===== src/common/regex_config.svh =====
`ifndef REGEX_CONFIG_SVH
`define REGEX_CONFIG_SVH

// Stream ID space with one state slot per ID in each matcher
`define REGEX_NUM_STREAMS 64
`define REGEX_STREAM_W 6

// Number of category matchers
`define REGEX_NUM_CAT 2

// Width of the per-category packet match counters
`define REGEX_COUNT_W 16

// Literal patterns with the first byte in bits 31:24
// Category 0 looks for "GET "
`define REGEX_PATTERN_0 32'h4745_5420
// Category 1 looks for "HTTP"
`define REGEX_PATTERN_1 32'h4854_5450

// Extra cycles allowed on top of the per-record budget
`define REGEX_TIMEOUT_MARGIN 100

`endif


===== src/common/regex_pkg.sv =====
`default_nettype none

`include "regex_config.svh"

package regex_pkg;

  // One payload byte
  typedef logic [7:0] char_t;

  // Stream identifier carried with every byte
  typedef logic [`REGEX_STREAM_W-1:0] stream_id_t;

  // Matched prefix length of a four byte literal
  // Values 0 to 3 are held while 4 only exists as the accept condition
  typedef logic [2:0] dfa_state_t;

  // One bit per category matcher
  typedef logic [`REGEX_NUM_CAT-1:0] cat_mask_t;

  // Per-category count of matching packets
  typedef logic [`REGEX_COUNT_W-1:0] match_count_t;

endpackage

`default_nettype wire


===== src/logic/stream_tracker.sv =====
`timescale 1ns/1ps
`default_nettype none

`include "regex_config.svh"

module stream_tracker
  import regex_pkg::*;
(
  input  wire             clk,
  input  wire             rst_n,
  input  wire char_t      char_in,
  input  wire             char_vld,
  input  wire             sop,
  input  wire             eop,
  input  wire stream_id_t stream_id,
  input  wire cat_mask_t  cat_enable,
  output char_t           t_char,
  output logic            t_char_vld,
  output logic            t_load,
  output logic            t_new_stream,
  output logic            t_eop,
  output stream_id_t      t_stream,
  output cat_mask_t       t_enable
);

  // One bit per stream ID that is set once the stream has started a packet
  logic [`REGEX_NUM_STREAMS-1:0] known;

  // High between sop and eop of the current packet
  logic in_pkt;

  // Strobes and the stream bitmap
  always_ff @(posedge clk)
  begin
    if (!rst_n)
    begin
      t_char_vld   <= 1'b0;
      t_load       <= 1'b0;
      t_new_stream <= 1'b0;
      t_eop        <= 1'b0;
      known        <= '0;
      in_pkt       <= 1'b0;
    end
    else
    begin
      t_char_vld <= char_vld;
      t_load     <= char_vld & sop;
      t_eop      <= char_vld & eop;
      // Matchers restore state 0 for a stream never seen since reset
      t_new_stream <= char_vld & sop & ~known[stream_id];
      if (char_vld && sop)
        known[stream_id] <= 1'b1;
      // Single byte packet opens and closes in the same cycle
      if (char_vld && sop)
        in_pkt <= ~eop;
      else if (char_vld && eop)
        in_pkt <= 1'b0;
    end
  end

  // Byte payload follows the valid strobe
  always_ff @(posedge clk)
  begin
    if (char_vld)
    begin
      t_char   <= char_in;
      t_stream <= stream_id;
    end
    // Enables only matter at the packet end, so hold them until the next eop
    if (char_vld && eop)
      t_enable <= cat_enable;
  end

  // Qualifiers only come with a valid byte
  a_qual_vld : assert property (@(posedge clk) disable iff (!rst_n)
    (sop || eop) |-> char_vld);

  // Packets on the input do not nest
  a_sop_closed : assert property (@(posedge clk) disable iff (!rst_n)
    (char_vld && sop) |-> !in_pkt);

  // An eop closes an open packet or the one its own sop opens
  a_eop_open : assert property (@(posedge clk) disable iff (!rst_n)
    (char_vld && eop) |-> (in_pkt || sop));

endmodule

`default_nettype wire


===== src/matcher/dfa_core.sv =====
`timescale 1ns/1ps
`default_nettype none

module dfa_core
  import regex_pkg::*;
#(
  parameter logic [31:0] PATTERN = 32'h0
) (
  input  wire             clk,
  input  wire             rst_n,
  input  wire char_t      char_in,
  input  wire             char_vld,
  input  wire dfa_state_t state_in,
  input  wire             state_in_vld,
  output dfa_state_t      state_out,
  output logic            accept_out
);

  dfa_state_t cur_state;
  dfa_state_t next_state;

  // Byte idx of the literal
  // Idx 0 sits in the high bits
  function automatic char_t pat_byte(input logic [1:0] idx);
    return PATTERN[8 * (3 - int'(idx)) +: 8];
  endfunction

  // A restored state overrides the held one for the first byte
  assign cur_state = state_in_vld ? state_in : state_out;

  // A miss falls back to 1 only if the byte opens the literal
  always_comb
  begin
    if (char_in == pat_byte(cur_state[1:0]))
      next_state = cur_state + 3'd1;
    else if (char_in == pat_byte(2'd0))
      next_state = 3'd1;
    else
      next_state = 3'd0;
  end

  always_ff @(posedge clk)
  begin
    if (!rst_n)
    begin
      state_out  <= '0;
      accept_out <= 1'b0;
    end
    else
    begin
      // Accept is a one cycle pulse per completed literal
      accept_out <= char_vld && (next_state == 3'd4);
      if (char_vld)
        state_out <= (next_state == 3'd4) ? 3'd0 : next_state;
      else if (state_in_vld)
        state_out <= state_in;
    end
  end

  // Held state stays a proper prefix length even when restored
  a_state_range : assert property (@(posedge clk) disable iff (!rst_n)
    state_out <= 3'd3);

endmodule

`default_nettype wire


===== src/matcher/category_matcher.sv =====
`timescale 1ns/1ps
`default_nettype none

`include "regex_config.svh"

module category_matcher
  import regex_pkg::*;
#(
  parameter logic [31:0] PATTERN = 32'h0
) (
  input  wire             clk,
  input  wire             rst_n,
  input  wire char_t      t_char,
  input  wire             t_char_vld,
  input  wire             t_load,
  input  wire             t_new_stream,
  input  wire             t_eop,
  input  wire stream_id_t t_stream,
  input  wire             enable,
  output logic            m_done,
  output logic            m_fired,
  output match_count_t    count
);

  // Saved DFA state per stream ID
  dfa_state_t state_mem [`REGEX_NUM_STREAMS];

  // Registered DFA inputs
  char_t      char_r;
  logic       char_vld_r;
  dfa_state_t state_in_r;
  logic       state_in_vld_r;

  // DFA outputs
  dfa_state_t state_out;
  logic       accept_out;

  // Packet end and its enable delayed to line up with the DFA pipeline
  logic eop_q1;
  logic eop_q2;
  logic eop_q3;
  logic en_q1;
  logic en_q2;
  logic en_q3;

  // Stream of the packet in flight for the state write-back
  stream_id_t cur_stream;

  // Set once the literal is seen anywhere in the packet
  logic spec_flag;

  logic       save_now;
  dfa_state_t load_state;

  // Enabled packet end commits its state
  assign save_now = eop_q3 & en_q3;

  // Next packet of the same stream may load while the previous one saves
  // Forward the outgoing state in that case
  always_comb
  begin
    if (t_new_stream)
      load_state = '0;
    else if (save_now && (cur_stream == t_stream))
      load_state = state_out;
    else
      load_state = state_mem[t_stream];
  end

  // Stage 1 control where the restored state goes in with the first byte
  always_ff @(posedge clk)
  begin
    if (!rst_n)
    begin
      char_vld_r     <= 1'b0;
      state_in_vld_r <= 1'b0;
      eop_q1         <= 1'b0;
      eop_q2         <= 1'b0;
      eop_q3         <= 1'b0;
    end
    else
    begin
      char_vld_r     <= t_char_vld;
      state_in_vld_r <= t_load;
      eop_q1         <= t_eop;
      eop_q2         <= eop_q1;
      eop_q3         <= eop_q2;
    end
  end

  // Payload side of the pipeline
  always_ff @(posedge clk)
  begin
    char_r     <= t_char;
    state_in_r <= load_state;
    en_q1      <= enable;
    en_q2      <= en_q1;
    en_q3      <= en_q2;
    if (t_load)
      cur_stream <= t_stream;
  end

  dfa_core #(
    .PATTERN      (PATTERN)
  ) u_dfa_core (
    .clk          (clk),
    .rst_n        (rst_n),
    .char_in      (char_r),
    .char_vld     (char_vld_r),
    .state_in     (state_in_r),
    .state_in_vld (state_in_vld_r),
    .state_out    (state_out),
    .accept_out   (accept_out)
  );

  // Flag, count and done strobe
  always_ff @(posedge clk)
  begin
    if (!rst_n)
    begin
      count     <= '0;
      spec_flag <= 1'b0;
      m_done    <= 1'b0;
    end
    else
    begin
      m_done <= eop_q3;
      if (eop_q3)
      begin
        if (en_q3)
          count <= count + match_count_t'(spec_flag);
        else
          spec_flag <= 1'b0;
      end
      // Fresh packet starts unmatched
      if (t_load)
        spec_flag <= 1'b0;
      if (accept_out)
        spec_flag <= 1'b1;
    end
  end

  // Reported flag and state write-back at the packet end
  always_ff @(posedge clk)
  begin
    if (eop_q3)
      m_fired <= en_q3 & spec_flag;
    if (save_now)
      state_mem[cur_stream] <= state_out;
  end

  // Counter must not roll over
  a_count_wrap : assert property (@(posedge clk) disable iff (!rst_n)
    (save_now && spec_flag) |-> (count != '1));

endmodule

`default_nettype wire


===== src/logic/match_report.sv =====
`timescale 1ns/1ps
`default_nettype none

module match_report
  import regex_pkg::*;
(
  input  wire             clk,
  input  wire             rst_n,
  input  wire cat_mask_t  m_done,
  input  wire cat_mask_t  m_fired,
  input  wire stream_id_t t_stream,
  input  wire             t_load,
  output logic            result_vld,
  output stream_id_t      result_stream,
  output cat_mask_t       result_fired
);

  // The next packet can load before the current one reports
  // Two entries cover that overlap
  stream_id_t stream_fifo [2];
  logic       wr_ptr;
  logic       rd_ptr;
  logic       all_done;

  assign all_done = &m_done;

  always_ff @(posedge clk)
  begin
    if (!rst_n)
    begin
      wr_ptr     <= 1'b0;
      rd_ptr     <= 1'b0;
      result_vld <= 1'b0;
    end
    else
    begin
      result_vld <= all_done;
      if (t_load)
        wr_ptr <= ~wr_ptr;
      // Reports leave in packet order
      if (all_done)
        rd_ptr <= ~rd_ptr;
    end
  end

  // Stream queue and report payload
  always_ff @(posedge clk)
  begin
    if (t_load)
      stream_fifo[wr_ptr] <= t_stream;
    if (all_done)
    begin
      result_stream <= stream_fifo[rd_ptr];
      result_fired  <= m_fired;
    end
  end

  // Matchers run in lockstep, so done bits never split
  a_done_together : assert property (@(posedge clk) disable iff (!rst_n)
    (|m_done) |-> (&m_done));

endmodule

`default_nettype wire


===== src/logic/regex_scan_top.sv =====
`timescale 1ns/1ps
`default_nettype none

`include "regex_config.svh"

module regex_scan_top
  import regex_pkg::*;
(
  input  wire             clk,
  input  wire             rst_n,
  input  wire char_t      char_in,
  input  wire             char_vld,
  input  wire             sop,
  input  wire             eop,
  input  wire stream_id_t stream_id,
  input  wire cat_mask_t  cat_enable,
  output wire             result_vld,
  output wire stream_id_t result_stream,
  output wire cat_mask_t  result_fired,
  output wire match_count_t count_0,
  output wire match_count_t count_1
);

  // Tracker to matchers
  wire char_t      t_char;
  wire             t_char_vld;
  wire             t_load;
  wire             t_new_stream;
  wire             t_eop;
  wire stream_id_t t_stream;
  wire cat_mask_t  t_enable;

  // Matchers to report with one bit per category
  wire cat_mask_t  m_done;
  wire cat_mask_t  m_fired;

  stream_tracker u_stream_tracker (
    .clk          (clk),
    .rst_n        (rst_n),
    .char_in      (char_in),
    .char_vld     (char_vld),
    .sop          (sop),
    .eop          (eop),
    .stream_id    (stream_id),
    .cat_enable   (cat_enable),
    .t_char       (t_char),
    .t_char_vld   (t_char_vld),
    .t_load       (t_load),
    .t_new_stream (t_new_stream),
    .t_eop        (t_eop),
    .t_stream     (t_stream),
    .t_enable     (t_enable)
  );

  // Category 0 matches "GET "
  category_matcher #(
    .PATTERN      (`REGEX_PATTERN_0)
  ) u_matcher_0 (
    .clk          (clk),
    .rst_n        (rst_n),
    .t_char       (t_char),
    .t_char_vld   (t_char_vld),
    .t_load       (t_load),
    .t_new_stream (t_new_stream),
    .t_eop        (t_eop),
    .t_stream     (t_stream),
    .enable       (t_enable[0]),
    .m_done       (m_done[0]),
    .m_fired      (m_fired[0]),
    .count        (count_0)
  );

  // Category 1 matches "HTTP"
  category_matcher #(
    .PATTERN      (`REGEX_PATTERN_1)
  ) u_matcher_1 (
    .clk          (clk),
    .rst_n        (rst_n),
    .t_char       (t_char),
    .t_char_vld   (t_char_vld),
    .t_load       (t_load),
    .t_new_stream (t_new_stream),
    .t_eop        (t_eop),
    .t_stream     (t_stream),
    .enable       (t_enable[1]),
    .m_done       (m_done[1]),
    .m_fired      (m_fired[1]),
    .count        (count_1)
  );

  match_report u_match_report (
    .clk           (clk),
    .rst_n         (rst_n),
    .m_done        (m_done),
    .m_fired       (m_fired),
    .t_stream      (t_stream),
    .t_load        (t_load),
    .result_vld    (result_vld),
    .result_stream (result_stream),
    .result_fired  (result_fired)
  );

endmodule

`default_nettype wire


===== config.mk =====
export PLATFORM = sky130hd
export DESIGN_NAME = regex_scan_top
export DESIGN_NICKNAME = d
export VERILOG_FILES = /design/src/common/regex_pkg.sv /design/src/logic/stream_tracker.sv /design/src/matcher/dfa_core.sv /design/src/matcher/category_matcher.sv /design/src/logic/match_report.sv /design/src/logic/regex_scan_top.sv
export VERILOG_INCLUDE_DIRS = /design/src /design/src/common
export SDC_FILE = /design/constraint.sdc
export NUM_CORES = 1
export LEC_CHECK = 0
export BUFFER_PORTS_ARGS = -buffer_cell sky130_fd_sc_hd__buf_2
export CAP_MARGIN = 30
export CORE_UTILIZATION = 40
export CTS_CLUSTER_SIZE = 24
export DETAILED_ROUTE_END_ITERATION = 8
export PLACE_DENSITY = 0.63
export SLEW_MARGIN = 25
export SYNTH_ARGS = -nofsm -noshare
export SYNTH_HDL_FRONTEND = slang
export SYNTH_SLANG_ARGS = --single-unit

===== constraint.sdc =====
create_clock -name clk -period 6.7 [get_ports clk]
set_input_delay 0.335 -clock clk [delete_from_list [all_inputs] [get_ports clk]]
set_output_delay 0.335 -clock clk [all_outputs]
set_load 0.02 [all_outputs]

Word-level counts from Yosys, hierarchy flattened

Memories as Yosys holds them, arrays and structs flattened. A register that Yosys moved wholly into a read port is not among the register bits.
Cells that the tools add are included.

Add/subtract/negate cells: 6
$mul: 0
Divide/modulo/power cells: 0
Magnitude comparators: 2
Equality and inequality tests: 8
Shift operators: 2
Muxes and demuxes: 28
Bitwise operators: 11
Reduce and logical (&&, ||, !) cells: 11

Operator list:

| kind                    | number |
|---|---|
| $or 64x64->64           | 1 |
| $shiftx 32x6->8 const A | 2 |
| $add 16x1->16           | 2 |
| $mux 3                  | 8 |
| $mux 1                  | 18 |
| $eq 8x7->1 const B      | 2 |
| $eq 8x8->1              | 2 |
| $reduce_and 2->1        | 4 |
| $and 1x1->1             | 7 |
| $lt 6x7->1 const B      | 1 |
| $add 3x1->3 const B     | 2 |
| $bmux 1 s6              | 1 |
| $demux 1 s6             | 1 |
| $eq 3x3->1 const B      | 2 |
| $ge 6x1->1 const B      | 1 |
| $ne 3x3->1 const B      | 2 |
| $reduce_bool 3->1       | 2 |
| $sub 2x2->3 const A     | 2 |
| $logic_and 1x1->1       | 5 |
| $not 1->1               | 3 |

Register bits: 159
Latch bits: 0
RAM bits: 396
Bits in read-only memories: 0
Logic and storage cells: 107
Memories kept: 3

Memories:

| memory                     | depth | width | rd ports | clocked after memory_dff | wr ports | line                   | source |
|---|---|---|---|---|---|---|---|
| u_matcher_0.state_mem      | 64    | 3     | 1        | 1                        | 1        | category_matcher.sv:26 | `` dfa_state_t state_mem [`REGEX_NUM_STREAMS]; `` |
| u_matcher_1.state_mem      | 64    | 3     | 1        | 1                        | 1        | category_matcher.sv:26 |  |
| u_match_report.stream_fifo | 2     | 6     | 1        | 1                        | 1        | match_report.sv:20     | `stream_id_t stream_fifo [2];` |

Longest topological paths before layout

Depth in word-level cells: 8
Gate-level depth with buffers: 10
Mapped depth without buffers: 8

By module

From an unflattened synthesis, not the netlist that was laid out.

Cells, all modules: 1627
Area, all modules: 23770.3 sq um

Modules (own cells, without submodules):

| module                            | times used | cells each | area an instance (sq um) | seq. area each (sq um) |
|---|---|---|---|---|
| category_matcher (u_matcher_0)    | 1          | 597        | 9495.4                   | 6716.4 |
| category_matcher (u_matcher_1)    | 1          | 590        | 9318.9                   | 6716.4 |
| stream_tracker                    | 1          | 323        | 3417.0                   | 1841.8 |
| match_report                      | 1          | 39         | 818.3                    | 660.6 |
| dfa_core (u_matcher_1.u_dfa_core) | 1          | 40         | 372.9                    | 80.1 |
| dfa_core (u_matcher_0.u_dfa_core) | 1          | 38         | 347.8                    | 80.1 |

Least setup slack after synthesis

No wires, ideal clock.

Path type: register -> register
Start point: register u_matcher_0.u_dfa_core.state_out[0]
End point: register u_matcher_0.u_dfa_core.state_out[0]
Setup time: 86 ps
Arrival: 2476 ps
Data required time: 6614 ps
Slack: 4139 ps
Cell stages (with the launch flop): 8
Buffers on the path: 0
Clock period less this slack: 2561 ps
Cells stage by stage: dfxtp_1 -> mux2i_1 -> ha_1 -> xor2_1 -> nor2_1 -> nand4_1 -> mux2i_1 -> a211oi_1

Longest elaborated chain between the ends: 8
Elaborated cells on any way between the ends: 9
Those cells by class: add/sub (2); eq/ne (2); shift (1); mux (4)

Ends and longest elaborated chain:

| item                     | line           | source |
|---|---|---|
| start: declaration       | dfa_core.sv:15 | `output dfa_state_t state_out,` |
| start signal: assignment | dfa_core.sv:54 | `state_out <= (next_state == 3'd4) ? 3'd0 : next_state;` |
| start signal: assignment | dfa_core.sv:56 | `state_out <= state_in;` |
| $mux 3 (*)               | dfa_core.sv:29 | `assign cur_state = state_in_vld ? state_in : state_out;` |
| $sub 2x2->3              | dfa_core.sv:25 | `return PATTERN[8 * (3 - int'(idx)) +: 8];` |
| $shiftx 32x6->8          | dfa_core.sv:25 |  |
| $eq 8x8->1               | dfa_core.sv:34 | `if (char_in == pat_byte(cur_state[1:0]))` |
| $mux 3                   | dfa_core.sv:34 |  |
| $eq 3x3->1               | dfa_core.sv:54 |  |
| $mux 3                   | dfa_core.sv:54 |  |
| $mux 3 (*)               | dfa_core.sv:53 | `if (char_vld)` |

Every way passes the cells marked *; elsewhere a longest branch is shown, timed or not.
A chain may end at the register's enable or synchronous reset.

==> impl_metrics.sql <==
INSERT INTO impl_metrics (metric_group, metric, value, unit) VALUES
('outcome', 'run_status', 'finished clean', ''),
('pwr', 'p_comb_frac', '0.052', ''),
('worst_setup_path', 'launching_instance_or_port_of_the_critical_path', 'u_stream_tracker.t_stream[1]$_DFFE_PP_', ''),
('synthesis', 'postSynthNetCount', '1591', ''),
('synthesis', 'synth_edf_count', '428', ''),
('clock_tree', 'worst_skew_pair.late_latency', '0.62', 'ns'),
('cells_and_area', 'post_route_cell_area', '0.02583', 'mm²'),
('pwr', 'static-leakage-power', '8.592', 'nW'),
('pwr', 'power.internal', '5.832', 'mW'),
('synthesis', 'post_synth_num_cell_types', '60', ''),
('timing', 'hold-worst-slack', '0.1122', 'ns'),
('synthesis', 'mean_area_per_synthesized_cell', '14.68', 'µm²'),
('global_routing', 'grt_first_pass_wirelength', '76530', 'µm'),
('global_routing', 'grt_pass1_vias', '12890', ''),
('synthesis', 'synth_cells', '1560', ''),
('min_path', 'holdCritPathClass', 'in2reg', ''),
('worst_setup_path', 'arrival', '3.18', 'ns'),
('timing', 'finalMaxSlewViolations', '0', ''),
('timing', 'max_slew_margin', '0.3513', ''),
('detailed_routing', 'drt-vias-per-instance', '5.394', ''),
('worst_setup_path', 'setup.worst_path.class', 'reg2reg', ''),
('worst_setup_path', 'worst-r2r-cell-count', '6', ''),
('worst_setup_path', 'worstSetupStartpointType', 'register', ''),
('die', 'initial_core_util', '0.4055', ''),
('timing', 'worst_pin_slew', '0.9731', 'ns'),
('detailed_routing', 'initialDrtViolationCount', '982', ''),
('detailed_routing', 'drt_wl_total', '50250', 'µm'),
('clock_tree', 'cts_setup_buffers', '0', ''),
('worst_setup_path', 'cp_max_fo', '51', ''),
('die', 'io-pin-count', '62', ''),
('clock_tree', 'ctsRootBufferMaster', 'sky130_fd_sc_hd__clkbuf_16', ''),
('timing', 'fmaxAchievable', '370.9', 'MHz'),
('global_routing', 'antenna_found_initial', '1', ''),
('timing', 'finalHoldViolCount', '0', ''),
('detailed_routing', 'detail_route.drc_violations', '0', ''),
('synthesis', 'syn-cell-area', '0.02291', 'mm²'),
('synthesis', 'synth_flop_cell', 'sky130_fd_sc_hd__edfxtp_1', ''),
('clock_tree', 'clk_path_buf_depth', '3', ''),
('synthesis', 'synth_sequential_area_ratio', '0.6825', ''),
('clock_tree', 'numClockSinks', '567', ''),
('placement', 'placement.io_buffers', '61', ''),
('detailed_routing', 'dr_total_vias', '13000', ''),
('timing', 'report.final.setup_viol', '0', ''),
('worst_setup_path', 'r2r-start', 'u_stream_tracker.t_stream[1]$_DFFE_PP_', ''),
('pwr', 'power_switching', '1.590', 'mW'),
('global_routing', 'track_usage', '0.1741', ''),
('worst_setup_path', 'worstSetupEndpoint', 'u_matcher_0.state_in_r[1]$_SDFF_PP0_', ''),
('global_routing', 'grt_start_max_net_pins', '89', ''),
('pwr', 'max_ir_drop_vdd', '0.2332', 'mV'),
('synthesis', 'ys_warn_count', '0', ''),
('timing', 'setup_tns', '0', 'ns'),
('detailed_routing', 'drt_first_pass_iters', '5', ''),
('pwr', 'fin_total_pwr', '7.421', 'mW'),
('timing', 'finClkSkew', '0.04030', 'ns'),
('cells_and_area', 'syn_to_final_growth', '12.75', '%'),
('cells_and_area', 'drive_above_1_share', '0.1826', ''),
('die', 'floorplan.die.height', '241.3', 'µm'),
('detailed_routing', 'drtAntennaViolNets', '0', ''),
('pwr', 'clkPwrFrac', '0.433', ''),
('timing', 'grt_setup_unrepaired', 'false', ''),
('cells_and_area', 'fin_nets', '1639', ''),
('worst_setup_path', 'endpoint_class_of_the_critical_path', 'register', ''),
('cells_and_area', 'antennaDiodeCount', '0', ''),
('timing', 'min_period', '2.696', 'ns'),
('worst_setup_path', 'ff2ff_setup_slack', '4.00', 'ns'),
('die', 'floorplan.die.width', '241.3', 'µm'),
('clock_tree', 'htreeDepth', '2', ''),
('timing', 'min_period_over_period', '0.4024', ''),
('flow_run', 'timing.max_cap.violations', '0', ''),
('placement', 'dp_hpwl', '31000', 'µm'),
('worst_setup_path', 'worst_ep_required_time', '7.19', 'ns');
==> power by group through the flow <==
stage,Clock (mW),Sequential [mW],Combinational [mW]
3_3_place_gp,0,3.89,0.384
4_1_cts,3.27,3.82,0.394
5_1_grt,3.40,3.82,0.417
6_report,3.22,3.82,0.389
3_5_place_dp,0,3.89,0.389
2_1_floorplan,0,3.88,0.278
==> kinds of logic after synthesis <==
| group | synth area share |
|---|---|
| AND/OR/NAND/NOR | 0.09678 |
| multiplexers | 0.1313 |
| XOR/XNOR | 0.01371 |
| adder cells (fa/ha/maj) | 0.005462 |
| AO/OA/AOI/OAI | 0.04593 |
| flip-flops | 0.6825 |
| buffers and inverters | 0.02430 |
==> cell usage in the layout, fill, tap and decap left out, drive strengths merged, types with 4 or more instances in the layout <==
cell	n
a21oi	28
a22o	10
a22oi	16
a31oi	12
and2	17
and3	7
buf	78
bufinv	10
clkbuf	63
clkinv	20
clkinvlp	9
dfxtp	139
dlygate4sd3	11
edfxtp	428
ha	10
inv	25
mux2	32
mux2i	68
mux4	86
nand2	49
nand2b	8
nand3	28
nand3b	9
nand4	12
nor2	285
nor2b	9
nor3	12
nor4	7
o211ai	4
o21a	21
o21ai	25
o22a	4
o22ai	10
or2	15
or3	13
or3b	7
xnor2	17
xor2	18
==> worst max-delay path: stages, from the launching register on <==
cell,delay (ns)
sky130_fd_sc_hd__edfxtp_1,0.44
sky130_fd_sc_hd__buf_4,0.64
sky130_fd_sc_hd__xor2_2,0.18
sky130_fd_sc_hd__nor4_4,0.43
sky130_fd_sc_hd__nand3_1,0.23
sky130_fd_sc_hd__a31o_1,0.31
sky130_fd_sc_hd__a2111oi_2,0.31
==> registers in the layout, indices dropped and copies added, names as in the netlist, 8 cells and up <==
name / cells
u_matcher_0.state_mem: 192
u_matcher_1.state_mem: 192
u_matcher_1.count: 16
u_matcher_1.char_r: 8
u_stream_tracker.t_char: 8
u_matcher_0.count: 16
u_stream_tracker.known: 64
u_match_report.stream_fifo: 12
==> cell type report <==
type	instances	area, µm²
multi-input cells	871	6716
inverters	25	93.84
clock buffers	63	1406
flip-flops and latches	567	15640
clock inverters	39	469.2
well taps	756	945.9
fillers	4862	30670
repair buffers	89	555.5
==> synth_stat cells, types with 4 or more instances <==
cell type | number | area share
sky130_fd_sc_hd__nor2b_1 | 9 | 0.0025
sky130_fd_sc_hd__buf_2 | 18 | 0.0039
sky130_fd_sc_hd__dfxtp_1 | 139 | 0.12
sky130_fd_sc_hd__nor2_1 | 285 | 0.047
sky130_fd_sc_hd__o21a_1 | 21 | 0.0069
sky130_fd_sc_hd__o21ai_0 | 25 | 0.0055
sky130_fd_sc_hd__clkbuf_1 | 61 | 0.010
sky130_fd_sc_hd__nand4_1 | 12 | 0.0033
sky130_fd_sc_hd__and3_1 | 7 | 0.0019
sky130_fd_sc_hd__buf_1 | 4 | 0.00066
sky130_fd_sc_hd__or3_1 | 13 | 0.0036
sky130_fd_sc_hd__o22a_1 | 4 | 0.0015
sky130_fd_sc_hd__o22ai_1 | 10 | 0.0027
sky130_fd_sc_hd__and2_1 | 16 | 0.0044
sky130_fd_sc_hd__or2_2 | 15 | 0.0041
sky130_fd_sc_hd__mux4_1 | 8 | 0.0092
sky130_fd_sc_hd__or3b_2 | 5 | 0.0019
sky130_fd_sc_hd__nor3_1 | 12 | 0.0026
sky130_fd_sc_hd__a31oi_1 | 12 | 0.0033
sky130_fd_sc_hd__nand3b_1 | 9 | 0.0029
sky130_fd_sc_hd__nand2_1 | 49 | 0.0080
sky130_fd_sc_hd__a21oi_1 | 28 | 0.0061
sky130_fd_sc_hd__buf_4 | 10 | 0.0033
sky130_fd_sc_hd__a22oi_1 | 16 | 0.0052
sky130_fd_sc_hd__mux2_2 | 32 | 0.016
sky130_fd_sc_hd__edfxtp_1 | 428 | 0.56
sky130_fd_sc_hd__nand3_1 | 28 | 0.0061
sky130_fd_sc_hd__mux2i_1 | 68 | 0.030
sky130_fd_sc_hd__nor4_1 | 6 | 0.0016
sky130_fd_sc_hd__inv_1 | 24 | 0.0039
sky130_fd_sc_hd__o211ai_1 | 4 | 0.0013
sky130_fd_sc_hd__xnor2_1 | 17 | 0.0065
sky130_fd_sc_hd__a22o_1 | 10 | 0.0038
sky130_fd_sc_hd__ha_1 | 10 | 0.0055
sky130_fd_sc_hd__mux4_2 | 78 | 0.077
sky130_fd_sc_hd__xor2_1 | 17 | 0.0065
sky130_fd_sc_hd__nand2b_1 | 8 | 0.0022
==> per-stage QoR <==
stage | setup WS [ns] | cells
detailed placement | 3.995 | 2297
CTS | 3.968 | 2410
global route | 3.854 | 2410
finish | 4.004 | 2410
floorplan | 4.139 | 1560
global placement | 4.043 | 2296
==> worst min-delay path by stage <==
stage,start,to,slack [ns],cells after the start
2_1_floorplan,u_matcher_0.en_q1$_DFF_P_,u_matcher_0.en_q2$_DFF_P_,0.31,0
3_3_place_gp,u_matcher_1.en_q1$_DFF_P_,u_matcher_1.en_q2$_DFF_P_,0.31,0
3_5_place_dp,u_matcher_0.en_q1$_DFF_P_,u_matcher_0.en_q2$_DFF_P_,0.31,0
4_1_cts,stream_id[4],u_stream_tracker.t_stream[4]$_DFFE_PP_,0.07,1
5_1_grt,stream_id[4],u_stream_tracker.t_stream[4]$_DFFE_PP_,0.08,1
6_report,stream_id[4],u_stream_tracker.t_stream[4]$_DFFE_PP_,0.11,1
==> timing repair <==
| action | CTS | global route |
|---|---|---|
| setup endpoints to repair | 0 | 0 |
| endpoints found under the hold margin | 11 | 0 |
| hold buffers | 11 | 0 |
==> metal layers <==
metal,share of wire,up-vias,track usage
met2,0.48,441,0.2875
li1,-,5947,-
met5,0.00026,-,0
met4,0.026,2,0.05236
met1,0.42,6521,0.2310
met3,0.067,88,0.03635
Power figures use the tool's default switching activity.
